==> src/design/vfu_pkg.sv <==
// Vector unit shared definitions
package vfu_pkg;

  // Lane geometry
  localparam int unsigned ELEN  = 32;
  localparam int unsigned ELENB = ELEN / 8;

  typedef enum logic [1:0] {
    EW_8  = 2'd0,
    EW_16 = 2'd1,
    EW_32 = 2'd2
  } vew_e;

  typedef enum logic [2:0] {
    VADD = 3'd0,
    VSUB = 3'd1,
    VAND = 3'd2,
    VOR  = 3'd3,
    VXOR = 3'd4
  } vfu_op_e;

  typedef logic [2:0]  spatz_id_t;
  typedef logic [4:0]  vreg_idx_t;
  typedef logic [15:0] vlen_t;
  typedef logic [9:0]  vrf_addr_t;

  typedef struct packed {
    spatz_id_t       id;
    vfu_op_e         op;
    vew_e            vsew;
    vlen_t           vl;
    vreg_idx_t       vs1;
    vreg_idx_t       vs2;
    vreg_idx_t       vd;
    logic [ELEN-1:0] rs1;
    logic [ELEN-1:0] rs2;
    vreg_idx_t       rd;
    logic            use_vs1;
    logic            use_vs2;
    logic            is_scalar;
  } vfu_req_t;

  typedef struct packed {
    spatz_id_t       id;
    vreg_idx_t       rd;
    logic            wb;
    logic [ELEN-1:0] result;
  } vfu_rsp_t;

  // Travels with each word through the lanes
  typedef struct packed {
    spatz_id_t id;
    vreg_idx_t rd;
    vrf_addr_t vd_addr;
    vew_e      vsew;
    logic      wb;
    logic      last;
    vlen_t     nelem;
  } vfu_tag_t;

  function automatic vlen_t elems_per_word(vew_e vsew, int unsigned n_ipu);
    return vlen_t'(n_ipu * (ELENB >> vsew));
  endfunction

  // Scalar copied into every element of one lane
  function automatic logic [ELEN-1:0] replicate(logic [ELEN-1:0] value, vew_e vsew);
    logic [ELEN-1:0] rep;
    case (vsew)
      EW_8:    rep = {4{value[7:0]}};
      EW_16:   rep = {2{value[15:0]}};
      default: rep = value;
    endcase
    return rep;
  endfunction

endpackage
==> src/design/vfu_top.sv <==
// Vector integer unit top level
`timescale 1ns/1ps

module vfu_top import vfu_pkg::*; #(
  parameter int unsigned N_IPU = 2,
  parameter int unsigned VLEN  = 256
) (
  input  logic                          clk_i,
  input  logic                          rst_i,
  // Request
  input  logic                          req_valid_i,
  output logic                          req_ready_o,
  input  spatz_id_t                     req_id_i,
  input  vfu_op_e                       req_op_i,
  input  vew_e                          req_vsew_i,
  input  vlen_t                         req_vl_i,
  input  vreg_idx_t                     req_vs1_i,
  input  vreg_idx_t                     req_vs2_i,
  input  vreg_idx_t                     req_vd_i,
  input  logic      [ELEN-1:0]          req_rs1_i,
  input  logic      [ELEN-1:0]          req_rs2_i,
  input  vreg_idx_t                     req_rd_i,
  input  logic                          req_use_vs1_i,
  input  logic                          req_use_vs2_i,
  input  logic                          req_is_scalar_i,
  // VRF read
  output logic      [1:0]               vrf_re_o,
  output vrf_addr_t [1:0]               vrf_raddr_o,
  input  logic      [1:0]               vrf_rvalid_i,
  input  logic      [1:0][N_IPU*ELEN-1:0] vrf_rdata_i,
  // VRF write
  output logic                          vrf_we_o,
  output vrf_addr_t                     vrf_waddr_o,
  output logic      [N_IPU*ELEN-1:0]    vrf_wdata_o,
  output logic      [N_IPU*ELENB-1:0]   vrf_wbe_o,
  input  logic                          vrf_wvalid_i,
  // Response
  output logic                          rsp_valid_o,
  input  logic                          rsp_ready_i,
  output spatz_id_t                     rsp_id_o,
  output vreg_idx_t                     rsp_rd_o,
  output logic                          rsp_wb_o,
  output logic      [ELEN-1:0]          rsp_result_o
);

  localparam int unsigned WORDS_PER_VREG = VLEN / (N_IPU * ELEN);

  if (32 * WORDS_PER_VREG > (1 << $bits(vrf_addr_t))) begin : gen_addr_check
    $error("VRF address too narrow for 32 vector registers");
  end

  vfu_req_t                 req_in, req_q;
  logic                     req_q_valid, req_q_ready;
  logic                     issue_valid;
  vfu_tag_t                 issue_tag;
  logic     [N_IPU-1:0]     lane_ready, lane_valid;
  logic     [N_IPU*ELEN-1:0] lane_result;
  vfu_tag_t [N_IPU-1:0]     lane_tag;
  logic                     result_ready;
  vfu_rsp_t                 wb_rsp, rsp_q;
  logic                     wb_rsp_valid, wb_rsp_ready;

  assign req_in = '{
    id:        req_id_i,
    op:        req_op_i,
    vsew:      req_vsew_i,
    vl:        req_vl_i,
    vs1:       req_vs1_i,
    vs2:       req_vs2_i,
    vd:        req_vd_i,
    rs1:       req_rs1_i,
    rs2:       req_rs2_i,
    rd:        req_rd_i,
    use_vs1:   req_use_vs1_i,
    use_vs2:   req_use_vs2_i,
    is_scalar: req_is_scalar_i
  };

  vfu_spill_buffer #(.T(vfu_req_t)) i_req_queue (
    .clk_i   (clk_i),
    .rst_i   (rst_i),
    .valid_i (req_valid_i),
    .ready_o (req_ready_o),
    .data_i  (req_in),
    .valid_o (req_q_valid),
    .ready_i (req_q_ready),
    .data_o  (req_q)
  );

  vfu_ctrl #(.N_IPU(N_IPU), .VLEN(VLEN)) i_ctrl (
    .clk_i         (clk_i),
    .rst_i         (rst_i),
    .req_valid_i   (req_q_valid),
    .req_i         (req_q),
    .req_ready_o   (req_q_ready),
    .vrf_re_o      (vrf_re_o),
    .vrf_raddr_o   (vrf_raddr_o),
    .vrf_rvalid_i  (vrf_rvalid_i),
    .lane_ready_i  (&lane_ready),
    .issue_valid_o (issue_valid),
    .issue_tag_o   (issue_tag)
  );

  ////////////////////
  // Lanes
  ////////////////////

  // Lanes past 0 sit out the commit of a scalar word
  for (genvar k = 0; k < N_IPU; k++) begin : gen_ipus
    vfu_ipu #(.LANE(k)) i_ipu (
      .clk_i          (clk_i),
      .rst_i          (rst_i),
      .valid_i        (issue_valid && (!req_q.is_scalar || k == 0)),
      .ready_o        (lane_ready[k]),
      .op_i           (req_q.op),
      .vsew_i         (req_q.vsew),
      .use_vs1_i      (req_q.use_vs1),
      .use_vs2_i      (req_q.use_vs2),
      .vs1_i          (vrf_rdata_i[1][k*ELEN +: ELEN]),
      .vs2_i          (vrf_rdata_i[0][k*ELEN +: ELEN]),
      .rs1_i          (req_q.rs1),
      .rs2_i          (req_q.rs2),
      .tag_i          (issue_tag),
      .result_o       (lane_result[k*ELEN +: ELEN]),
      .result_valid_o (lane_valid[k]),
      .result_ready_i (result_ready && (!lane_tag[0].wb || k == 0)),
      .tag_o          (lane_tag[k])
    );
  end

  vfu_writeback #(.N_IPU(N_IPU)) i_writeback (
    .clk_i          (clk_i),
    .rst_i          (rst_i),
    .lane_valid_i   (lane_valid),
    .lane_result_i  (lane_result),
    .tag_i          (lane_tag[0]),
    .result_ready_o (result_ready),
    .vrf_we_o       (vrf_we_o),
    .vrf_waddr_o    (vrf_waddr_o),
    .vrf_wdata_o    (vrf_wdata_o),
    .vrf_wbe_o      (vrf_wbe_o),
    .vrf_wvalid_i   (vrf_wvalid_i),
    .rsp_valid_o    (wb_rsp_valid),
    .rsp_o          (wb_rsp),
    .rsp_ready_i    (wb_rsp_ready)
  );

  vfu_spill_buffer #(.T(vfu_rsp_t)) i_rsp_buffer (
    .clk_i   (clk_i),
    .rst_i   (rst_i),
    .valid_i (wb_rsp_valid),
    .ready_o (wb_rsp_ready),
    .data_i  (wb_rsp),
    .valid_o (rsp_valid_o),
    .ready_i (rsp_ready_i),
    .data_o  (rsp_q)
  );

  assign rsp_id_o     = rsp_q.id;
  assign rsp_rd_o     = rsp_q.rd;
  assign rsp_wb_o     = rsp_q.wb;
  assign rsp_result_o = rsp_q.result;

endmodule

==> src/design/vfu_writeback.sv <==
// Lane result writeback
`timescale 1ns/1ps

module vfu_writeback import vfu_pkg::*; #(
  parameter int unsigned N_IPU = 2
) (
  input  logic                    clk_i,
  input  logic                    rst_i,
  // Lanes
  input  logic [N_IPU-1:0]        lane_valid_i,
  input  logic [N_IPU*ELEN-1:0]   lane_result_i,
  input  vfu_tag_t                tag_i,
  output logic                    result_ready_o,
  // VRF write port
  output logic                    vrf_we_o,
  output vrf_addr_t               vrf_waddr_o,
  output logic [N_IPU*ELEN-1:0]   vrf_wdata_o,
  output logic [N_IPU*ELENB-1:0]  vrf_wbe_o,
  input  logic                    vrf_wvalid_i,
  // Response
  output logic                    rsp_valid_o,
  output vfu_rsp_t                rsp_o,
  input  logic                    rsp_ready_i
);

  logic        words_valid;
  logic        vrf_ok;
  logic [18:0] nbytes;

  // Scalar words only occupy lane 0
  assign words_valid = tag_i.wb ? lane_valid_i[0] : &lane_valid_i;
  assign vrf_ok      = tag_i.wb || vrf_wvalid_i;

  // Last word waits for room in the response buffer before writing
  assign vrf_we_o       = words_valid && !tag_i.wb && (!tag_i.last || rsp_ready_i);
  assign rsp_valid_o    = words_valid && tag_i.last && vrf_ok;
  assign result_ready_o = words_valid && vrf_ok && (!tag_i.last || rsp_ready_i);

  assign vrf_waddr_o = tag_i.vd_addr;
  assign vrf_wdata_o = lane_result_i;

  // Tail mask, bytes past vl stay untouched
  assign nbytes = {3'b000, tag_i.nelem} << tag_i.vsew;

  always_comb begin
    for (int b = 0; b < N_IPU * ELENB; b++) begin
      vrf_wbe_o[b] = nbytes > 19'(b);
    end
  end

  assign rsp_o = '{
    id:     tag_i.id,
    rd:     tag_i.rd,
    wb:     tag_i.wb,
    result: lane_result_i[ELEN-1:0]
  };

  // Lanes hold the word until the VRF takes it
  assert property (@(posedge clk_i) disable iff (rst_i)
    vrf_we_o && !vrf_wvalid_i |=> $stable(vrf_waddr_o) && $stable(vrf_wdata_o))
    else $error("VRF write word changed before acceptance");

endmodule

==> src/design/vfu_ipu.sv <==
// Two-stage SIMD integer lane
`timescale 1ns/1ps

module vfu_ipu import vfu_pkg::*; #(
  parameter int unsigned LANE = 0
) (
  input  logic            clk_i,
  input  logic            rst_i,
  // Issue side
  input  logic            valid_i,
  output logic            ready_o,
  input  vfu_op_e         op_i,
  input  vew_e            vsew_i,
  input  logic            use_vs1_i,
  input  logic            use_vs2_i,
  input  logic [ELEN-1:0] vs1_i,
  input  logic [ELEN-1:0] vs2_i,
  input  logic [ELEN-1:0] rs1_i,
  input  logic [ELEN-1:0] rs2_i,
  input  vfu_tag_t        tag_i,
  // Result side
  output logic [ELEN-1:0] result_o,
  output logic            result_valid_o,
  input  logic            result_ready_i,
  output vfu_tag_t        tag_o
);

  // Scalar instructions only ever reach lane 0
  localparam bit SCALAR_LANE = (LANE == 0);

  logic            is_scalar;
  vew_e            sew_eff;
  logic [ELEN-1:0] opa, opb;
  logic            s1_en, s2_en;

  logic            s1_valid_q;
  vfu_op_e         s1_op_q;
  vew_e            s1_sew_q;
  logic [ELEN-1:0] s1_a_q, s1_b_q;
  vfu_tag_t        s1_tag_q;

  logic            s2_valid_q;
  logic [ELEN-1:0] s2_res_q;
  vfu_tag_t        s2_tag_q;

  logic [ELEN-1:0] sum8, sum16, sum32, arith, alu_res;

  // Stage 1 operand select, scalars run at full width
  assign is_scalar = SCALAR_LANE && tag_i.wb;
  assign sew_eff   = is_scalar ? EW_32 : vsew_i;
  assign opa       = (use_vs1_i && !is_scalar) ? vs1_i : replicate(rs1_i, sew_eff);
  assign opb       = (use_vs2_i && !is_scalar) ? vs2_i : replicate(rs2_i, sew_eff);

  assign s2_en   = s1_valid_q && (!s2_valid_q || result_ready_i);
  assign ready_o = !s1_valid_q || !s2_valid_q || result_ready_i;
  assign s1_en   = valid_i && ready_o;

  always_ff @(posedge clk_i) begin
    if (rst_i) begin
      s1_valid_q <= 1'b0;
      s2_valid_q <= 1'b0;
    end else begin
      if (s1_en) s1_valid_q <= 1'b1;
      else if (s2_en) s1_valid_q <= 1'b0;
      if (s2_en) s2_valid_q <= 1'b1;
      else if (result_ready_i) s2_valid_q <= 1'b0;
    end
  end

  always_ff @(posedge clk_i) begin
    if (s1_en) begin
      s1_op_q  <= op_i;
      s1_sew_q <= sew_eff;
      s1_a_q   <= opa;
      s1_b_q   <= opb;
      s1_tag_q <= tag_i;
    end
    if (s2_en) begin
      s2_res_q <= alu_res;
      s2_tag_q <= s1_tag_q;
    end
  end

  // Stage 2, carries stop at element boundaries
  always_comb begin : alu
    for (int i = 0; i < ELEN / 8; i++) begin
      sum8[8*i +: 8] = (s1_op_q == VSUB) ? s1_b_q[8*i +: 8] - s1_a_q[8*i +: 8]
                                         : s1_b_q[8*i +: 8] + s1_a_q[8*i +: 8];
    end
    for (int i = 0; i < ELEN / 16; i++) begin
      sum16[16*i +: 16] = (s1_op_q == VSUB) ? s1_b_q[16*i +: 16] - s1_a_q[16*i +: 16]
                                            : s1_b_q[16*i +: 16] + s1_a_q[16*i +: 16];
    end
    sum32 = (s1_op_q == VSUB) ? s1_b_q - s1_a_q : s1_b_q + s1_a_q;
    case (s1_sew_q)
      EW_8:    arith = sum8;
      EW_16:   arith = sum16;
      default: arith = sum32;
    endcase
    case (s1_op_q)
      VAND:    alu_res = s1_b_q & s1_a_q;
      VOR:     alu_res = s1_b_q | s1_a_q;
      VXOR:    alu_res = s1_b_q ^ s1_a_q;
      default: alu_res = arith;
    endcase
  end

  assign result_o       = s2_res_q;
  assign result_valid_o = s2_valid_q;
  assign tag_o          = s2_tag_q;

  // Sequencer only issues to a ready lane
  assert property (@(posedge clk_i) disable iff (rst_i) valid_i |-> ready_o)
    else $error("lane %0d got a word while stalled", LANE);

endmodule

==> src/design/vfu_ctrl.sv <==
// Vector instruction sequencer
`timescale 1ns/1ps

module vfu_ctrl import vfu_pkg::*; #(
  parameter int unsigned N_IPU = 2,
  parameter int unsigned VLEN  = 256
) (
  input  logic            clk_i,
  input  logic            rst_i,
  // Head of the request queue
  input  logic            req_valid_i,
  input  vfu_req_t        req_i,
  output logic            req_ready_o,
  // VRF read, index 0 is vs2 and index 1 is vs1
  output logic      [1:0] vrf_re_o,
  output vrf_addr_t [1:0] vrf_raddr_o,
  input  logic      [1:0] vrf_rvalid_i,
  // Lanes
  input  logic            lane_ready_i,
  output logic            issue_valid_o,
  output vfu_tag_t        issue_tag_o
);

  localparam int unsigned WORDS_PER_VREG = VLEN / (N_IPU * ELEN);

  // Elements already issued and word offset inside the register
  vlen_t       cnt_q, cnt_d;
  vrf_addr_t   word_q, word_d;

  vlen_t       epw;
  logic [16:0] cnt_next;
  logic        last_word;
  logic        ops_ready;
  vlen_t       nelem;
  vrf_addr_t   vd_addr;

  assign epw      = elems_per_word(req_i.vsew, N_IPU);
  assign cnt_next = {1'b0, cnt_q} + {1'b0, epw};

  // A scalar instruction is a single word
  assign last_word = req_i.is_scalar || (cnt_next >= {1'b0, req_i.vl});
  assign nelem     = last_word ? req_i.vl - cnt_q : epw;

  ////////////////////
  // Operand request
  ////////////////////

  assign vrf_re_o = {req_i.use_vs1, req_i.use_vs2} & {2{req_valid_i && !req_i.is_scalar}};

  assign vrf_raddr_o[0] = vrf_addr_t'(req_i.vs2 * WORDS_PER_VREG) + word_q;
  assign vrf_raddr_o[1] = vrf_addr_t'(req_i.vs1 * WORDS_PER_VREG) + word_q;
  assign vd_addr        = vrf_addr_t'(req_i.vd * WORDS_PER_VREG) + word_q;

  assign ops_ready = req_i.is_scalar ||
                     ((!req_i.use_vs1 || vrf_rvalid_i[1]) && (!req_i.use_vs2 || vrf_rvalid_i[0]));

  ////////////////////
  // Issue
  ////////////////////

  assign issue_valid_o = req_valid_i && ops_ready && lane_ready_i;

  // Request leaves the queue with its last word
  assign req_ready_o = issue_valid_o && last_word;

  assign issue_tag_o = '{
    id:      req_i.id,
    rd:      req_i.rd,
    vd_addr: vd_addr,
    vsew:    req_i.vsew,
    wb:      req_i.is_scalar,
    last:    last_word,
    nelem:   nelem
  };

  always_comb begin
    cnt_d  = cnt_q;
    word_d = word_q;
    if (issue_valid_o) begin
      if (last_word) begin
        cnt_d  = '0;
        word_d = '0;
      end else begin
        cnt_d  = cnt_next[15:0];
        word_d = word_q + 1'b1;
      end
    end
  end

  always_ff @(posedge clk_i) begin
    if (rst_i) begin
      cnt_q  <= '0;
      word_q <= '0;
    end else begin
      cnt_q  <= cnt_d;
      word_q <= word_d;
    end
  end

  // Counter stays within one word of vl
  assert property (@(posedge clk_i) disable iff (rst_i)
    req_valid_i |-> {1'b0, cnt_q} <= {1'b0, req_i.vl} + {1'b0, epw})
    else $error("element counter ran past vl");

endmodule

==> src/design/vfu_spill_buffer.sv <==
// Two-entry elastic buffer
`timescale 1ns/1ps

module vfu_spill_buffer #(
  parameter type T = logic [31:0]
) (
  input  logic clk_i,
  input  logic rst_i,
  input  logic valid_i,
  output logic ready_o,
  input  T     data_i,
  output logic valid_o,
  input  logic ready_i,
  output T     data_o
);

  // Entry a takes new data, entry b holds the older word on a stall
  logic a_full_q, b_full_q;
  T     a_data_q, b_data_q;
  logic a_fill, a_drain;
  logic b_fill, b_drain;

  assign a_fill  = valid_i && ready_o;
  assign a_drain = a_full_q && !b_full_q;
  assign b_fill  = a_drain && !ready_i;
  assign b_drain = b_full_q && ready_i;

  assign ready_o = !a_full_q || !b_full_q;
  assign valid_o = a_full_q || b_full_q;
  assign data_o  = b_full_q ? b_data_q : a_data_q;

  always_ff @(posedge clk_i) begin
    if (rst_i) begin
      a_full_q <= 1'b0;
      b_full_q <= 1'b0;
    end else begin
      a_full_q <= a_fill || (a_full_q && !a_drain);
      b_full_q <= b_fill || (b_full_q && !b_drain);
    end
  end

  always_ff @(posedge clk_i) begin
    if (a_fill) a_data_q <= data_i;
    if (b_fill) b_data_q <= a_data_q;
  end

  // Output word holds while the consumer stalls
  assert property (@(posedge clk_i) disable iff (rst_i)
    valid_o && !ready_i |=> valid_o && $stable(data_o))
    else $error("spill buffer output changed under back-pressure");

endmodule

==> config.mk <==
export PLATFORM = sky130hd
export DESIGN_NAME = vfu_top
export DESIGN_NICKNAME = d
export VERILOG_FILES = /design/src/design/vfu_pkg.sv /design/src/design/vfu_top.sv /design/src/design/vfu_writeback.sv /design/src/design/vfu_ipu.sv /design/src/design/vfu_ctrl.sv /design/src/design/vfu_spill_buffer.sv
export SDC_FILE = /design/constraint.sdc
export NUM_CORES = 1
export LEC_CHECK = 0
export ABC_AREA = 1
export BUFFER_PORTS_ARGS = -buffer_cell sky130_fd_sc_hd__buf_2
export CELL_PAD_IN_SITES_DETAIL_PLACEMENT = 0
export CELL_PAD_IN_SITES_GLOBAL_PLACEMENT = 1
export CORE_ASPECT_RATIO = 1.75
export CORE_MARGIN = 2
export CORE_UTILIZATION = 46
export DETAILED_ROUTE_END_ITERATION = 10
export PLACE_DENSITY = 0.88
export SYNTH_ARGS = -nofsm -noshare
export SYNTH_HDL_FRONTEND = slang
export SYNTH_SLANG_ARGS = --single-unit
==> constraint.sdc <==
create_clock -name clk_i -period 10.6 [get_ports clk_i]
set_input_delay 1.06 -clock clk_i [delete_from_list [all_inputs] [get_ports clk_i]]
set_output_delay 1.06 -clock clk_i [all_outputs]
set_load 0.01 [all_outputs]
### Word-level counts from Yosys, hierarchy flattened

Index checks and enable logic that the tools add are counted.

| storage, ports and cells | value |
|---|---|
| flip-flop bits (word level) | 616 |
| input bits | 246 |
| output and inout bits | 148 |
| word-level logic and storage cells | 254 |

| cells by class | value |
|---|---|
| add/sub/neg operators | 34 |
| $lt $le $gt $ge | 9 |
| equal/unequal tests | 12 |
| shift-type cells | 2 |
| muxes and demuxes | 41 |
| bitwise gates (word level) | 7 |
| reduce and logical (&&, ||, !) cells | 80 |

Operator list:

| kind | count |
|---|---|
| one-hot mux 32 bit (2 select lines) | 6 |
| two-way mux 32 bit | 6 |
| one-hot mux 32 bit (3 select lines) | 2 |
| two-way mux 111 bit | 1 |
| two-way mux 16 bit | 6 |
| subtractor 16 bit | 5 |
| greater-than comparator 19 x 3 -> 1 bit (second input constant) | 4 |
| adder 16 bit | 4 |
| adder 32 bit | 2 |
| adder 8 bit | 8 |
| bitwise AND 32 bit | 2 |
| two-way mux 8 bit | 8 |
| bitwise OR 32 bit | 2 |
| subtractor 32 bit | 2 |
| subtractor 8 bit | 8 |
| XOR 32 bit | 2 |
| two-way mux 41 bit | 1 |
| greater-than comparator 19 x 1 -> 1 bit (second input constant) | 2 |
| greater-than comparator 19 x 2 -> 1 bit (second input constant) | 2 |
| logical AND 1 bit | 31 |
| adder 7 x 10 -> 10 bit | 3 |
| logical OR 1 bit | 20 |
| zero test 1 bit | 19 |
| << shifter 16 x 2 -> 19 bit | 1 |
| 15 further kinds | 38 |

### Depth between registers and ports, before layout

Gate-level depths: netlist of run 1.

| depth | value |
|---|---|
| word-level depth | 13 |
| gate-level depth with buffers | 31 |
| gate-level depth less buffers | 27 |

### Hierarchy

A second synthesis of run 1 with hierarchy kept.

| unflattened totals | value |
|---|---|
| cell total of the unflattened synthesis | 5063 |
| area total of the unflattened synthesis | 43625.6 sq um |

Modules (own cells, without submodules):

| module | times used | cells an instance | area an instance (sq um) | seq. area each (sq um) |
|---|---|---|---|---|
| vfu_ipu at gen_ipus[0].i_ipu | 1 | 1730 | 13646.8 | 5355.1 |
| vfu_ipu at gen_ipus[1].i_ipu | 1 | 1722 | 13605.5 | 5355.1 |
| vfu_spill_buffer at i_req_queue | 1 | 592 | 8185.4 | 6706.4 |
| vfu_ctrl | 1 | 536 | 3520.9 | 500.5 |
| vfu_spill_buffer at i_rsp_buffer | 1 | 226 | 3151.8 | 2502.4 |
| vfu_writeback | 1 | 251 | 1487.7 | 0.0 |
| vfu_top | 1 | 6 | 27.5 | 0.0 |

### Worst setup path after synthesis of run 1

No wires, ideal clock.

| path | value |
|---|---|
| path kind | register -> register |
| from | reg i_req_queue.b_full_q |
| to | reg i_req_queue.b_data_q[0] (netlist name) (enable) |
| library setup time | 0.583 ns |
| arrival | 8.196 ns |
| data required time | 10.017 ns |
| path slack | 1.821 ns |
| cell stages (with the launch flop) | 29 |
| buffers on the path | 2 |
| period minus slack after synthesis | 8.779 ns |
| cells stage by stage | dfxtp_1 > buf_6 > inv_4 > buf_6 > or2_4 > o21ai_4 > inv_6 > nor2_1 > ha_1 > inv_1 > fa_1 > o21ai_0 > nand2_1 > nor2_1 > xor2_1 > ha_1 > nand2_1 > nor2_1 > nand3_1 > nand3_1 > nand2_1 > nand2_1 > nand2_1 > nand2_1 > nand2_1 > nand2_4 > nand2_1 > nand2_1 > nor2_1 |

RTL lines:

| element | RTL line | text |
|---|---|---|
| start: declaration | vfu_spill_buffer.sv:18 | `logic a_full_q, b_full_q;` |
| start signal: assignment | vfu_spill_buffer.sv:38 | `b_full_q <= b_fill \|\| (b_full_q && !b_drain);` |
| end signal: assignment | vfu_spill_buffer.sv:44 | `if (b_fill) b_data_q <= a_data_q;` |
| end: declaration | vfu_spill_buffer.sv:19 | `T a_data_q, b_data_q;` |

==> metrics.yaml, run 1 <==
power:
  leakage_nw: 20.0
  p_switching_mw: 2.86
  p_total_mw: 7.71
  p_int_mw: 4.86
  peakVddDrop_v: 0.000195
  p_seq_share_pct: 40.4
  power_density_nw_per_um2: 175
  comb_power_share_pct: 32.2
  clkPwrFrac_pct: 27.4
  switching_share_pct: 37.0
layout:
  nFillCells: 8013
  multi_input_area_um2: 18500
  drive_above_1_share_pct: 12.5
  final_cell_area_um2: 44100
  seq_area_um2: 18100
  layout.cells.non_filler: 6060
  final_nets: 5499
  synthToLayoutAreaGrowth_pct: 12.5
die:
  start_util_pct: 46.4
  die_width_um: 225
  core_um2: 84500
  die_height_um: 390
  rows: 141
  dieArea_um2: 87700
  ios: 394
timing:
  hold_viol: 0
  tightest_slew_ns: 1.18
  fin_crit_ns: 7.11
  finalSetupViolCount: 0
  rsz0062_at_grt: "no"
  clock_skew_ns: 0.0358
  slew_headroom_pct: 19.0
  slew_viol_final: 0
  clock.fmax_mhz: 141
  fin_setup_tns_ns: 0
  whs_ns: 0.412
  post-route-period-util_pct: 67.1
hold_path:
  holdPathStages: 0
  hold_class: "register to register"
  hp-start: "gen_ipus[0].i_ipu.s1_tag_q[6]"
  hold_end: "gen_ipus[0].i_ipu.tag_o[6]"
cts:
  insertion_delay_ns: 0.67
  cts_htree_levels: 2
  cts_root_buffer: "clkbuf_16"
  post_cts_buffers: 0
  numCtsBuffers: 56
  clock_path_buffers: 3
  clkTransAtPathRegs_ns: 0.07
  cts.sinks: 615
  cts_hold_buffers: 0
  ctsResizeCount: 0
  cts_tree: "yes"
placed_design:
  place.gp.congestion: 1.01
  io_buffers: 393
  hpwl_mm: 115
  dp.cells: 5950
  placed_area_um2: 42200
setup_path:
  r2r_start: "i_req_queue.b_full_q"
  rr_worst_depth: 24
  cp-start-kind: "register"
  r2r_slack_ns: 3.49
  r2r_end: "i_req_queue.b_data_q[27]"
  cp.arrival_ns: 7.39
  crit_fanout: 82
  cp-end-kind: "register"
  worstSetupPathType: "register to register"
  required_ns: 10.88
synth:
  synthXorXnorAreaFrac_pct: 3.42
  synth_ff_type: "edfxtp_1"
  synth_top_area_cell: "edfxtp_1"
  synth_seq_cells: 615
  synth_top_family_by_area: "simple AND/OR/NAND/NOR gates"
  synthArstFlopShare_pct: 0
  synthMuxAreaShare_pct: 0.568
  synth.distinct_cells: 63
  synth_simple_gate_area_share_pct: 21.2
  synth_area_leaders: "edfxtp_1 (45%), nand2_1 (12%), ha_1 (9.7%), inv_1 (5.0%), a21oi_1 (3.7%)"
  ys_seq_area_share_pct: 46.2
  synth_fa_ha_area_share_pct: 10.4
  mappedNetlistNets: 5156
  synth_area_per_cell_um2: 8.54
  synth_compound_area_share_pct: 11.3
  synth_top_area_share_pct: 44.5
  yosysWarnings: 0
  synth_area_um2: 39200
  syn_inst: 4593
  synth-edff-count: 582
detailed_routing:
  route.detailed.drc: 0
  met2_length_mm: 71.0
  met1Wirelength_mm: 52.9
  drt_iter0_drc: 2751
  dr.max_layer_used: "met5"
  route.met3.wl_mm: 8.66
  wl_per_cell_um: 23.7
  ant_nets: 0
  finalWirelength_mm: 144
  drtPass1Iterations: 5
  viasPerCell: 5.54
  routed-via-count: 33600
grt:
  grt_pass1_wl_mm: 208
  grt_max_degree: 83
  grt.overflow.total: 0
  grt_pass1_vias: 32800
  antenna_found_initial: 22
  grt_usage_pct: 32.4
outcome:
  status: "finished clean"
job:
  max-cap-violations: 0
-- worst max-delay path: stages, from the launching register on --
cell,delay (ns)
dfxtp_4,0.38
inv_4,0.13
or2_1,0.28
o21ai_4,0.20
inv_4,0.31
nor2_2,0.58
inv_1,0.32
fa_1,0.50
o21ai_0,0.71
nand3_1,0.28
nor2_1,0.19
xor2_1,0.26
ha_1,0.28
inv_1,0.07
nor3_1,0.05
nor3_1,0.18
nand2_1,0.08
nand2_1,0.06
nand2_1,0.05
nand2_1,0.12
nand2_4,0.13
nand2_1,0.15
nand2_1,0.11
nor2_4,0.73
buf_12,0.43
-- synth_stat cells, types with 18 or more instances --
library cell,n
a21oi_1,292
a221oi_1,33
a31oi_1,49
buf_2,31
buf_4,19
clkbuf_1,78
dfxtp_1,33
edfxtp_1,582
ha_1,304
inv_1,518
mux2i_1,20
nand2_1,1274
nand3_1,204
nand3b_1,19
nand4_1,22
nor2_1,376
nor3_1,38
o21ai_0,285
o21bai_1,20
or2_2,41
xnor2_1,18
xor2_1,135
-- stage by stage --
stage               utilization [%]  setup WS [ns]
global route                   52.2           3.08
detailed placement             50.0           3.54
global placement               50.0           3.59
finish                         52.2           3.49
floorplan                         -           1.82
CTS                            52.2           3.50
-- cell families after synthesis --
| group | after synthesis |
|---|---|
| AND/OR/NAND/NOR | 2021 |
| AO/OA/AOI/OAI | 785 |
| buffers and inverters | 679 |
| flip-flops | 615 |
| adder cells (fa/ha/maj) | 317 |
| XOR/XNOR | 153 |
| multiplexers | 22 |
| other | 1 |
-- worst max path at each step --
stage,startpoint,cells past startpoint,end
3_5_place_dp,i_req_queue.b_full_q,24,i_req_queue.b_data_q[26]
3_3_place_gp,i_req_queue.b_full_q,24,i_req_queue.b_data_q[30]
4_1_cts,i_req_queue.b_full_q,24,i_req_queue.b_data_q[27]
5_1_grt,i_req_queue.b_full_q,24,i_req_queue.b_data_q[27]
2_1_floorplan,i_req_queue.b_full_q,28,i_req_queue.b_data_q[0]
6_report,i_req_queue.b_full_q,24,i_req_queue.b_data_q[27]
-- routing by layer --
layer  global-route usage (%)  up-vias
li1                         -    16100
met1                     36.4    15600
met2                     57.1     1413
met3                     4.64      395
met4                     21.0       28
met5                        0        -
-- state kept, by name (all words and copies together) (netlist names) --
| register | cells |
|---|---|
| gen_ipus.i_ipu.s1_tag_q | 38 |
| i_rsp_buffer.b_full_q | 1 |
| gen_ipus.i_ipu.s1_op_q | 6 |
| gen_ipus.i_ipu.s1_a_q | 64 |
| gen_ipus.i_ipu.result_valid_o | 2 |
| gen_ipus.i_ipu.s1_b_q | 64 |
| i_req_queue.b_full_q | 1 |
| gen_ipus.i_ipu.s1_sew_q | 4 |
| gen_ipus.i_ipu.tag_o | 38 |
| i_req_queue.a_full_q | 1 |
| i_req_queue.b_data_q | 111 |
| i_req_queue.a_data_q | 111 |
| i_ctrl.cnt_q | 15 |
| gen_ipus.i_ipu.s1_valid_q | 2 |
| i_rsp_buffer.b_data_q | 41 |
| gen_ipus.i_ipu.result_o | 64 |
| i_ctrl.word_q | 10 |
| i_rsp_buffer.a_full_q | 1 |
| i_rsp_buffer.a_data_q | 41 |
-- power by group through the flow --
| stage | registers [mW] | clock network [mW] | logic (mW) |
|---|---|---|---|
| floorplan | 3.10 | 0 | 1.60 |
| global placement | 3.16 | 0 | 2.42 |
| detailed placement | 3.16 | 0 | 2.44 |
| CTS | 3.11 | 2.15 | 2.45 |
| global route | 3.13 | 2.24 | 2.73 |
| finish | 3.11 | 2.11 | 2.48 |
-- placed cells by master (no fill, tap or decap), drive strengths merged, types with 40 or more instances in the layout --
cell    count
nor2      387
buf       430
nand2    1290
ha        304
nand3     208
a31oi      49
a21oi     292
o21ai     301
clkbuf     68
xor2      135
nor3       40
or2        43
inv       530
edfxtp    582
-- cell type report --
type / count / area share, %
Antenna cell: 5 / 0.0283
Clock buffer: 68 / 3.39
Clock inverter: 37 / 0.927
Inverter: 534 / 4.56
Multi-Input combinational cell: 3299 / 41.8
Sequential cell: 615 / 41.1
Tap cell: 1072 / 3.04
Timing Repair Buffer: 430 / 5.11
No activity file was read; power rests on OpenSTA's default activity.
==> inputs of run 2 (changes only) <==
--- a/config.mk
+++ b/config.mk
@@ -5,13 +5,13 @@
 export SDC_FILE = /design/constraint.sdc
 export NUM_CORES = 1
 export LEC_CHECK = 0
-export ABC_AREA = 1
+export ABC_AREA = 0
 export BUFFER_PORTS_ARGS = -buffer_cell sky130_fd_sc_hd__buf_2
 export CELL_PAD_IN_SITES_DETAIL_PLACEMENT = 0
 export CELL_PAD_IN_SITES_GLOBAL_PLACEMENT = 1
 export CORE_ASPECT_RATIO = 1.75
 export CORE_MARGIN = 2
-export CORE_UTILIZATION = 46
+export CORE_UTILIZATION = 48
 export DETAILED_ROUTE_END_ITERATION = 10
 export PLACE_DENSITY = 0.88
 export SYNTH_ARGS = -nofsm -noshare
==> constraint.sdc (replaced) <==
create_clock -name clk_i -period 7.1 [get_ports clk_i]
set_input_delay 0.71 -clock clk_i [delete_from_list [all_inputs] [get_ports clk_i]]
set_output_delay 0.71 -clock clk_i [all_outputs]
set_load 0.01 [all_outputs]
==> metrics.yaml, run 2 <==
cts:
  cts_htree_levels: 2  # unchanged
  ctsResizeCount: 0  # unchanged
  clock_path_buffers: 3  # unchanged
  clkTransAtPathRegs_ns: 0.07  # about the same
  post_cts_buffers: 0  # unchanged
  cts_tree: "yes"
  cts_root_buffer: "clkbuf_16"
  cts.sinks: 615  # unchanged
  cts_hold_buffers: 0  # unchanged
  numCtsBuffers: 57  # +1.8%
  insertion_delay_ns: 0.65  # -0.02 ns
setup_path:
  required_ns: 7.35  # -3.53 ns
  cp.arrival_ns: 6.14  # -1.25 ns
  worstSetupPathType: "register to register"
  r2r_start: "i_req_queue.b_full_q"
  r2r_slack_ns: 1.21  # -2.28 ns
  crit_slowest_cell: "o21a_1"
  worstPathCellList: "mux2i_4 -> inv_2 -> nor2_1 -> ha_1 -> inv_1 -> fa_1 -> nor2b_1 -> o21ai_1 -> inv_1 -> nand2_1 -> nor2_2 -> nand3_1 -> xnor2_1 -> ha_1 -> and4_1 -> a2111oi_2 -> o31a_1 -> o21a_1 -> nor2_4 -> nor3b_4 -> buf_12"
  r2r_end: "i_req_queue.b_data_q[6]"
  critPathMaxStageDelay_ns: 0.68  # -0.05 ns
  cp-end-kind: "register"
  crit_fanout: 95  # +16%
  rr_worst_depth: 21  # -13%
  cp-start-kind: "register"
synth:
  synthMuxAreaShare_pct: 5.11  # +4.5 points
  synth_simple_gate_area_share_pct: 9.53  # -12 points
  post-synth-top-count-cell: "edfxtp_1"
  yosys-top-cells-count: "edfxtp_1 (582), nor2_1 (314), ha_1 (304)"
  synthXorXnorAreaFrac_pct: 6.35  # +2.9 points
  synth.distinct_cells: 74  # +17%
  yosysWarnings: 0  # unchanged
  syn_inst: 3440  # -25%
  synth_top_area_cell: "edfxtp_1"
  synth_area_um2: 37100  # -5.4%
  synth_top_area_share_pct: 47.1  # +2.6 points
  synth_top_family_by_area: "compound AO/OA/AOI/OAI gates"
  mappedNetlistNets: 4003  # -22%
  synth_area_per_cell_um2: 10.8  # +26%
  synthArstFlopShare_pct: 0  # unchanged
  synth_seq_cells: 615  # unchanged
  synth_area_leaders: "edfxtp_1 (47%), ha_1 (10%), xnor2_1 (5.0%), a21oi_1 (3.4%), nor2_1 (3.2%)"
  ys_seq_area_share_pct: 48.9  # +2.7 points
  synth_compound_area_share_pct: 15.2  # +3.9 points
  synth-edff-count: 582  # unchanged
  synth_ff_type: "edfxtp_1"
  synth_fa_ha_area_share_pct: 11.0  # +0.60 points
power:
  leakage_nw: 16.8  # -16%
  peakVddDrop_v: 0.000221  # +13%
  power_density_nw_per_um2: 254  # +46%
  p_total_mw: 10.7  # +39%
detailed_routing:
  dr.max_layer_used: "met5"
  met1Wirelength_mm: 42.9  # -19%
  route.met3.wl_mm: 9.17  # +5.9%
  drt_iter0_drc: 2653  # -3.6%
  ant_nets: 0  # unchanged
  finalWirelength_mm: 119  # -17%
  route.detailed.drc: 0  # unchanged
  drtPass1Iterations: 5  # unchanged
  viasPerCell: 5.85  # +5.7%
  met2_length_mm: 57.9  # -18%
  wl_per_cell_um: 24.6  # +3.7%
  routed-via-count: 28400  # -15%
outcome:
  status: "finished clean"
timing:
  clock.fmax_mhz: 170  # +21%
  finalSetupViolCount: 0  # unchanged
  clock_skew_ns: 0.0351  # -0.000720 ns
  post-route-period-util_pct: 82.9  # +16 points
  slew_headroom_pct: 23.1  # +4.1 points
  tightest_slew_ns: 1.15  # -0.0278 ns
  rsz0062_at_grt: "no"
  fin_setup_tns_ns: 0  # unchanged
  slew_viol_final: 0  # unchanged
  fin_crit_ns: 5.89  # -1.22 ns
  hold_viol: 0  # unchanged
  setup_slack_ns: 1.21  # -2.28 ns
layout:
  nFillCells: 6793  # -15%
  mostFrequentLayoutCell: "edfxtp_1"
  final_cell_area_um2: 42200  # -4.3%
  synthToLayoutAreaGrowth_pct: 13.9
  final_nets: 4343  # -21%
  drive_above_1_share_pct: 17.3  # +4.7 points
  final_cell_mix: "edfxtp_1 (582), buf_2 (393), nor2_1 (309)"
  top_regs: "i_req_queue.a_data_q (111), i_req_queue.b_data_q (111)"
  multi_input_area_um2: 17700  # -4.3%
  seq_area_um2: 18100  # unchanged
hold_path:
  hold_class: "input pin to register"
  hp-start: "req_rs2_i[1]"
  holdPathStages: 1  # +1
  hold_end: "i_req_queue.a_data_q[9]"
grt:
  grt_usage_pct: 29.6  # -2.8 points
  antenna_found_initial: 27  # +23%
  grt_pass1_vias: 28100  # -14%
  grt.overflow.total: 0  # unchanged
  grt_pass1_wl_mm: 175  # -16%
  grt_max_degree: 132  # +59%
die:
  ios: 394  # unchanged
  rows: 134  # -5.0%
  dieArea_um2: 79600  # -9.3%
  die_width_um: 214  # -4.7%
  core_um2: 76500  # -9.5%
  start_util_pct: 48.5  # +2.1 points
  die_height_um: 372  # -4.8%
placed_design:
  io_buffers: 393  # unchanged
  hpwl_mm: 94.2  # -18%
  place.gp.congestion: 1.01  # about the same
  placed_area_um2: 40200  # -4.8%
  pre_cts_ws_ns: 1.31  # -2.22 ns
job:
  max-cap-violations: 0  # unchanged
[run 2: cell count changes after synthesis, moves of 43 or more]
cell,delta
nand2_1,-1044
xnor2_1,+192
xor2_1,-76
mux2_2,+79
o22ai_1,+45
mux2i_1,+78
inv_1,-303
a21o_1,+72
o21ai_0,-75
a21oi_1,-43
nand3_1,-177
nor2_1,-62
[run 2: area by class of cell]
class | instances | share of cell area (%)
Multi-Input combinational cell | 2453 | 41.8
Clock buffer | 76 | 3.84
Sequential cell | 615 | 42.9
Tap cell | 1020 | 3.02
Antenna cell | 9 | 0.0533
Inverter | 224 | 2.00
Timing Repair Buffer | 429 | 5.35
Clock inverter | 29 | 0.948
[run 2: per-layer routing]
layer | global-route usage, % | vias up
li1 | - | 13300
met5 | 0 | -
met2 | 51.8 | 1215
met1 | 32.6 | 13500
met4 | 19.3 | 40
met3 | 6.14 | 376
[run 2: logic make-up (layout without fill, tap and decap cells)]
| group | count (synthesis) | after routing |
|---|---|---|
| XOR/XNOR | 269 | 269 |
| flip-flops | 615 | 615 |
| multiplexers | 179 | 179 |
| other | 1 | 10 |
| adder cells (fa/ha/maj) | 317 | 317 |
| buffers and inverters | 372 | 758 |
| AND/OR/NAND/NOR | 788 | 788 |
| AO/OA/AOI/OAI | 899 | 899 |
[run 2: per-stage QoR]
| stage | instances | hold slack [ns] | util, % |
|---|---|---|---|
| finish | 4855 | 0.236 | 55.3 |
| floorplan | 3440 | 0.400 | - |
| global route | 4846 | 0.217 | 55.2 |
| CTS | 4846 | 0.205 | 55.2 |
| detailed placement | 4741 | 0.405 | 52.6 |
| global placement | 4741 | 0.401 | 52.6 |
[run 2: how the worst max path moves through the flow]
stage / startpoint / end / slack (ns) / depth (start not counted)
3_3_place_gp: i_req_queue.b_full_q / i_req_queue.b_data_q[10] / 1.35 / 21
2_1_floorplan: i_req_queue.b_full_q / i_req_queue.b_data_q[0] / -0.09 / 23
6_report: i_req_queue.b_full_q / i_req_queue.b_data_q[6] / 1.21 / 21
3_5_place_dp: i_req_queue.b_full_q / i_req_queue.b_data_q[10] / 1.31 / 21
4_1_cts: i_req_queue.b_full_q / i_req_queue.b_data_q[6] / 1.28 / 21
5_1_grt: i_req_queue.b_full_q / i_req_queue.b_data_q[6] / 0.86 / 21
[run 2: power breakdown]
group | switching [mW] | total, mW | internal (mW)
Clock | 1.42 | 3.33 | 1.91
Combinational | 1.75 | 2.87 | 1.12
Sequential | 0.228 | 4.55 | 4.32
Total | 3.40 | 10.7 | 7.35
[run 2: worst max-delay path: cells and delay by family, from the launching register on]
family                     cells  cell delay (ns)
buffers and inverters          4             0.89
muxes                          1             0.43
DFF                            1             0.40
AOI/OAI and AO/OA              4             1.35
and+or+nand+nor                8             1.26
adders and majority gates      3             0.93
xor gates and xnor gates       1             0.14
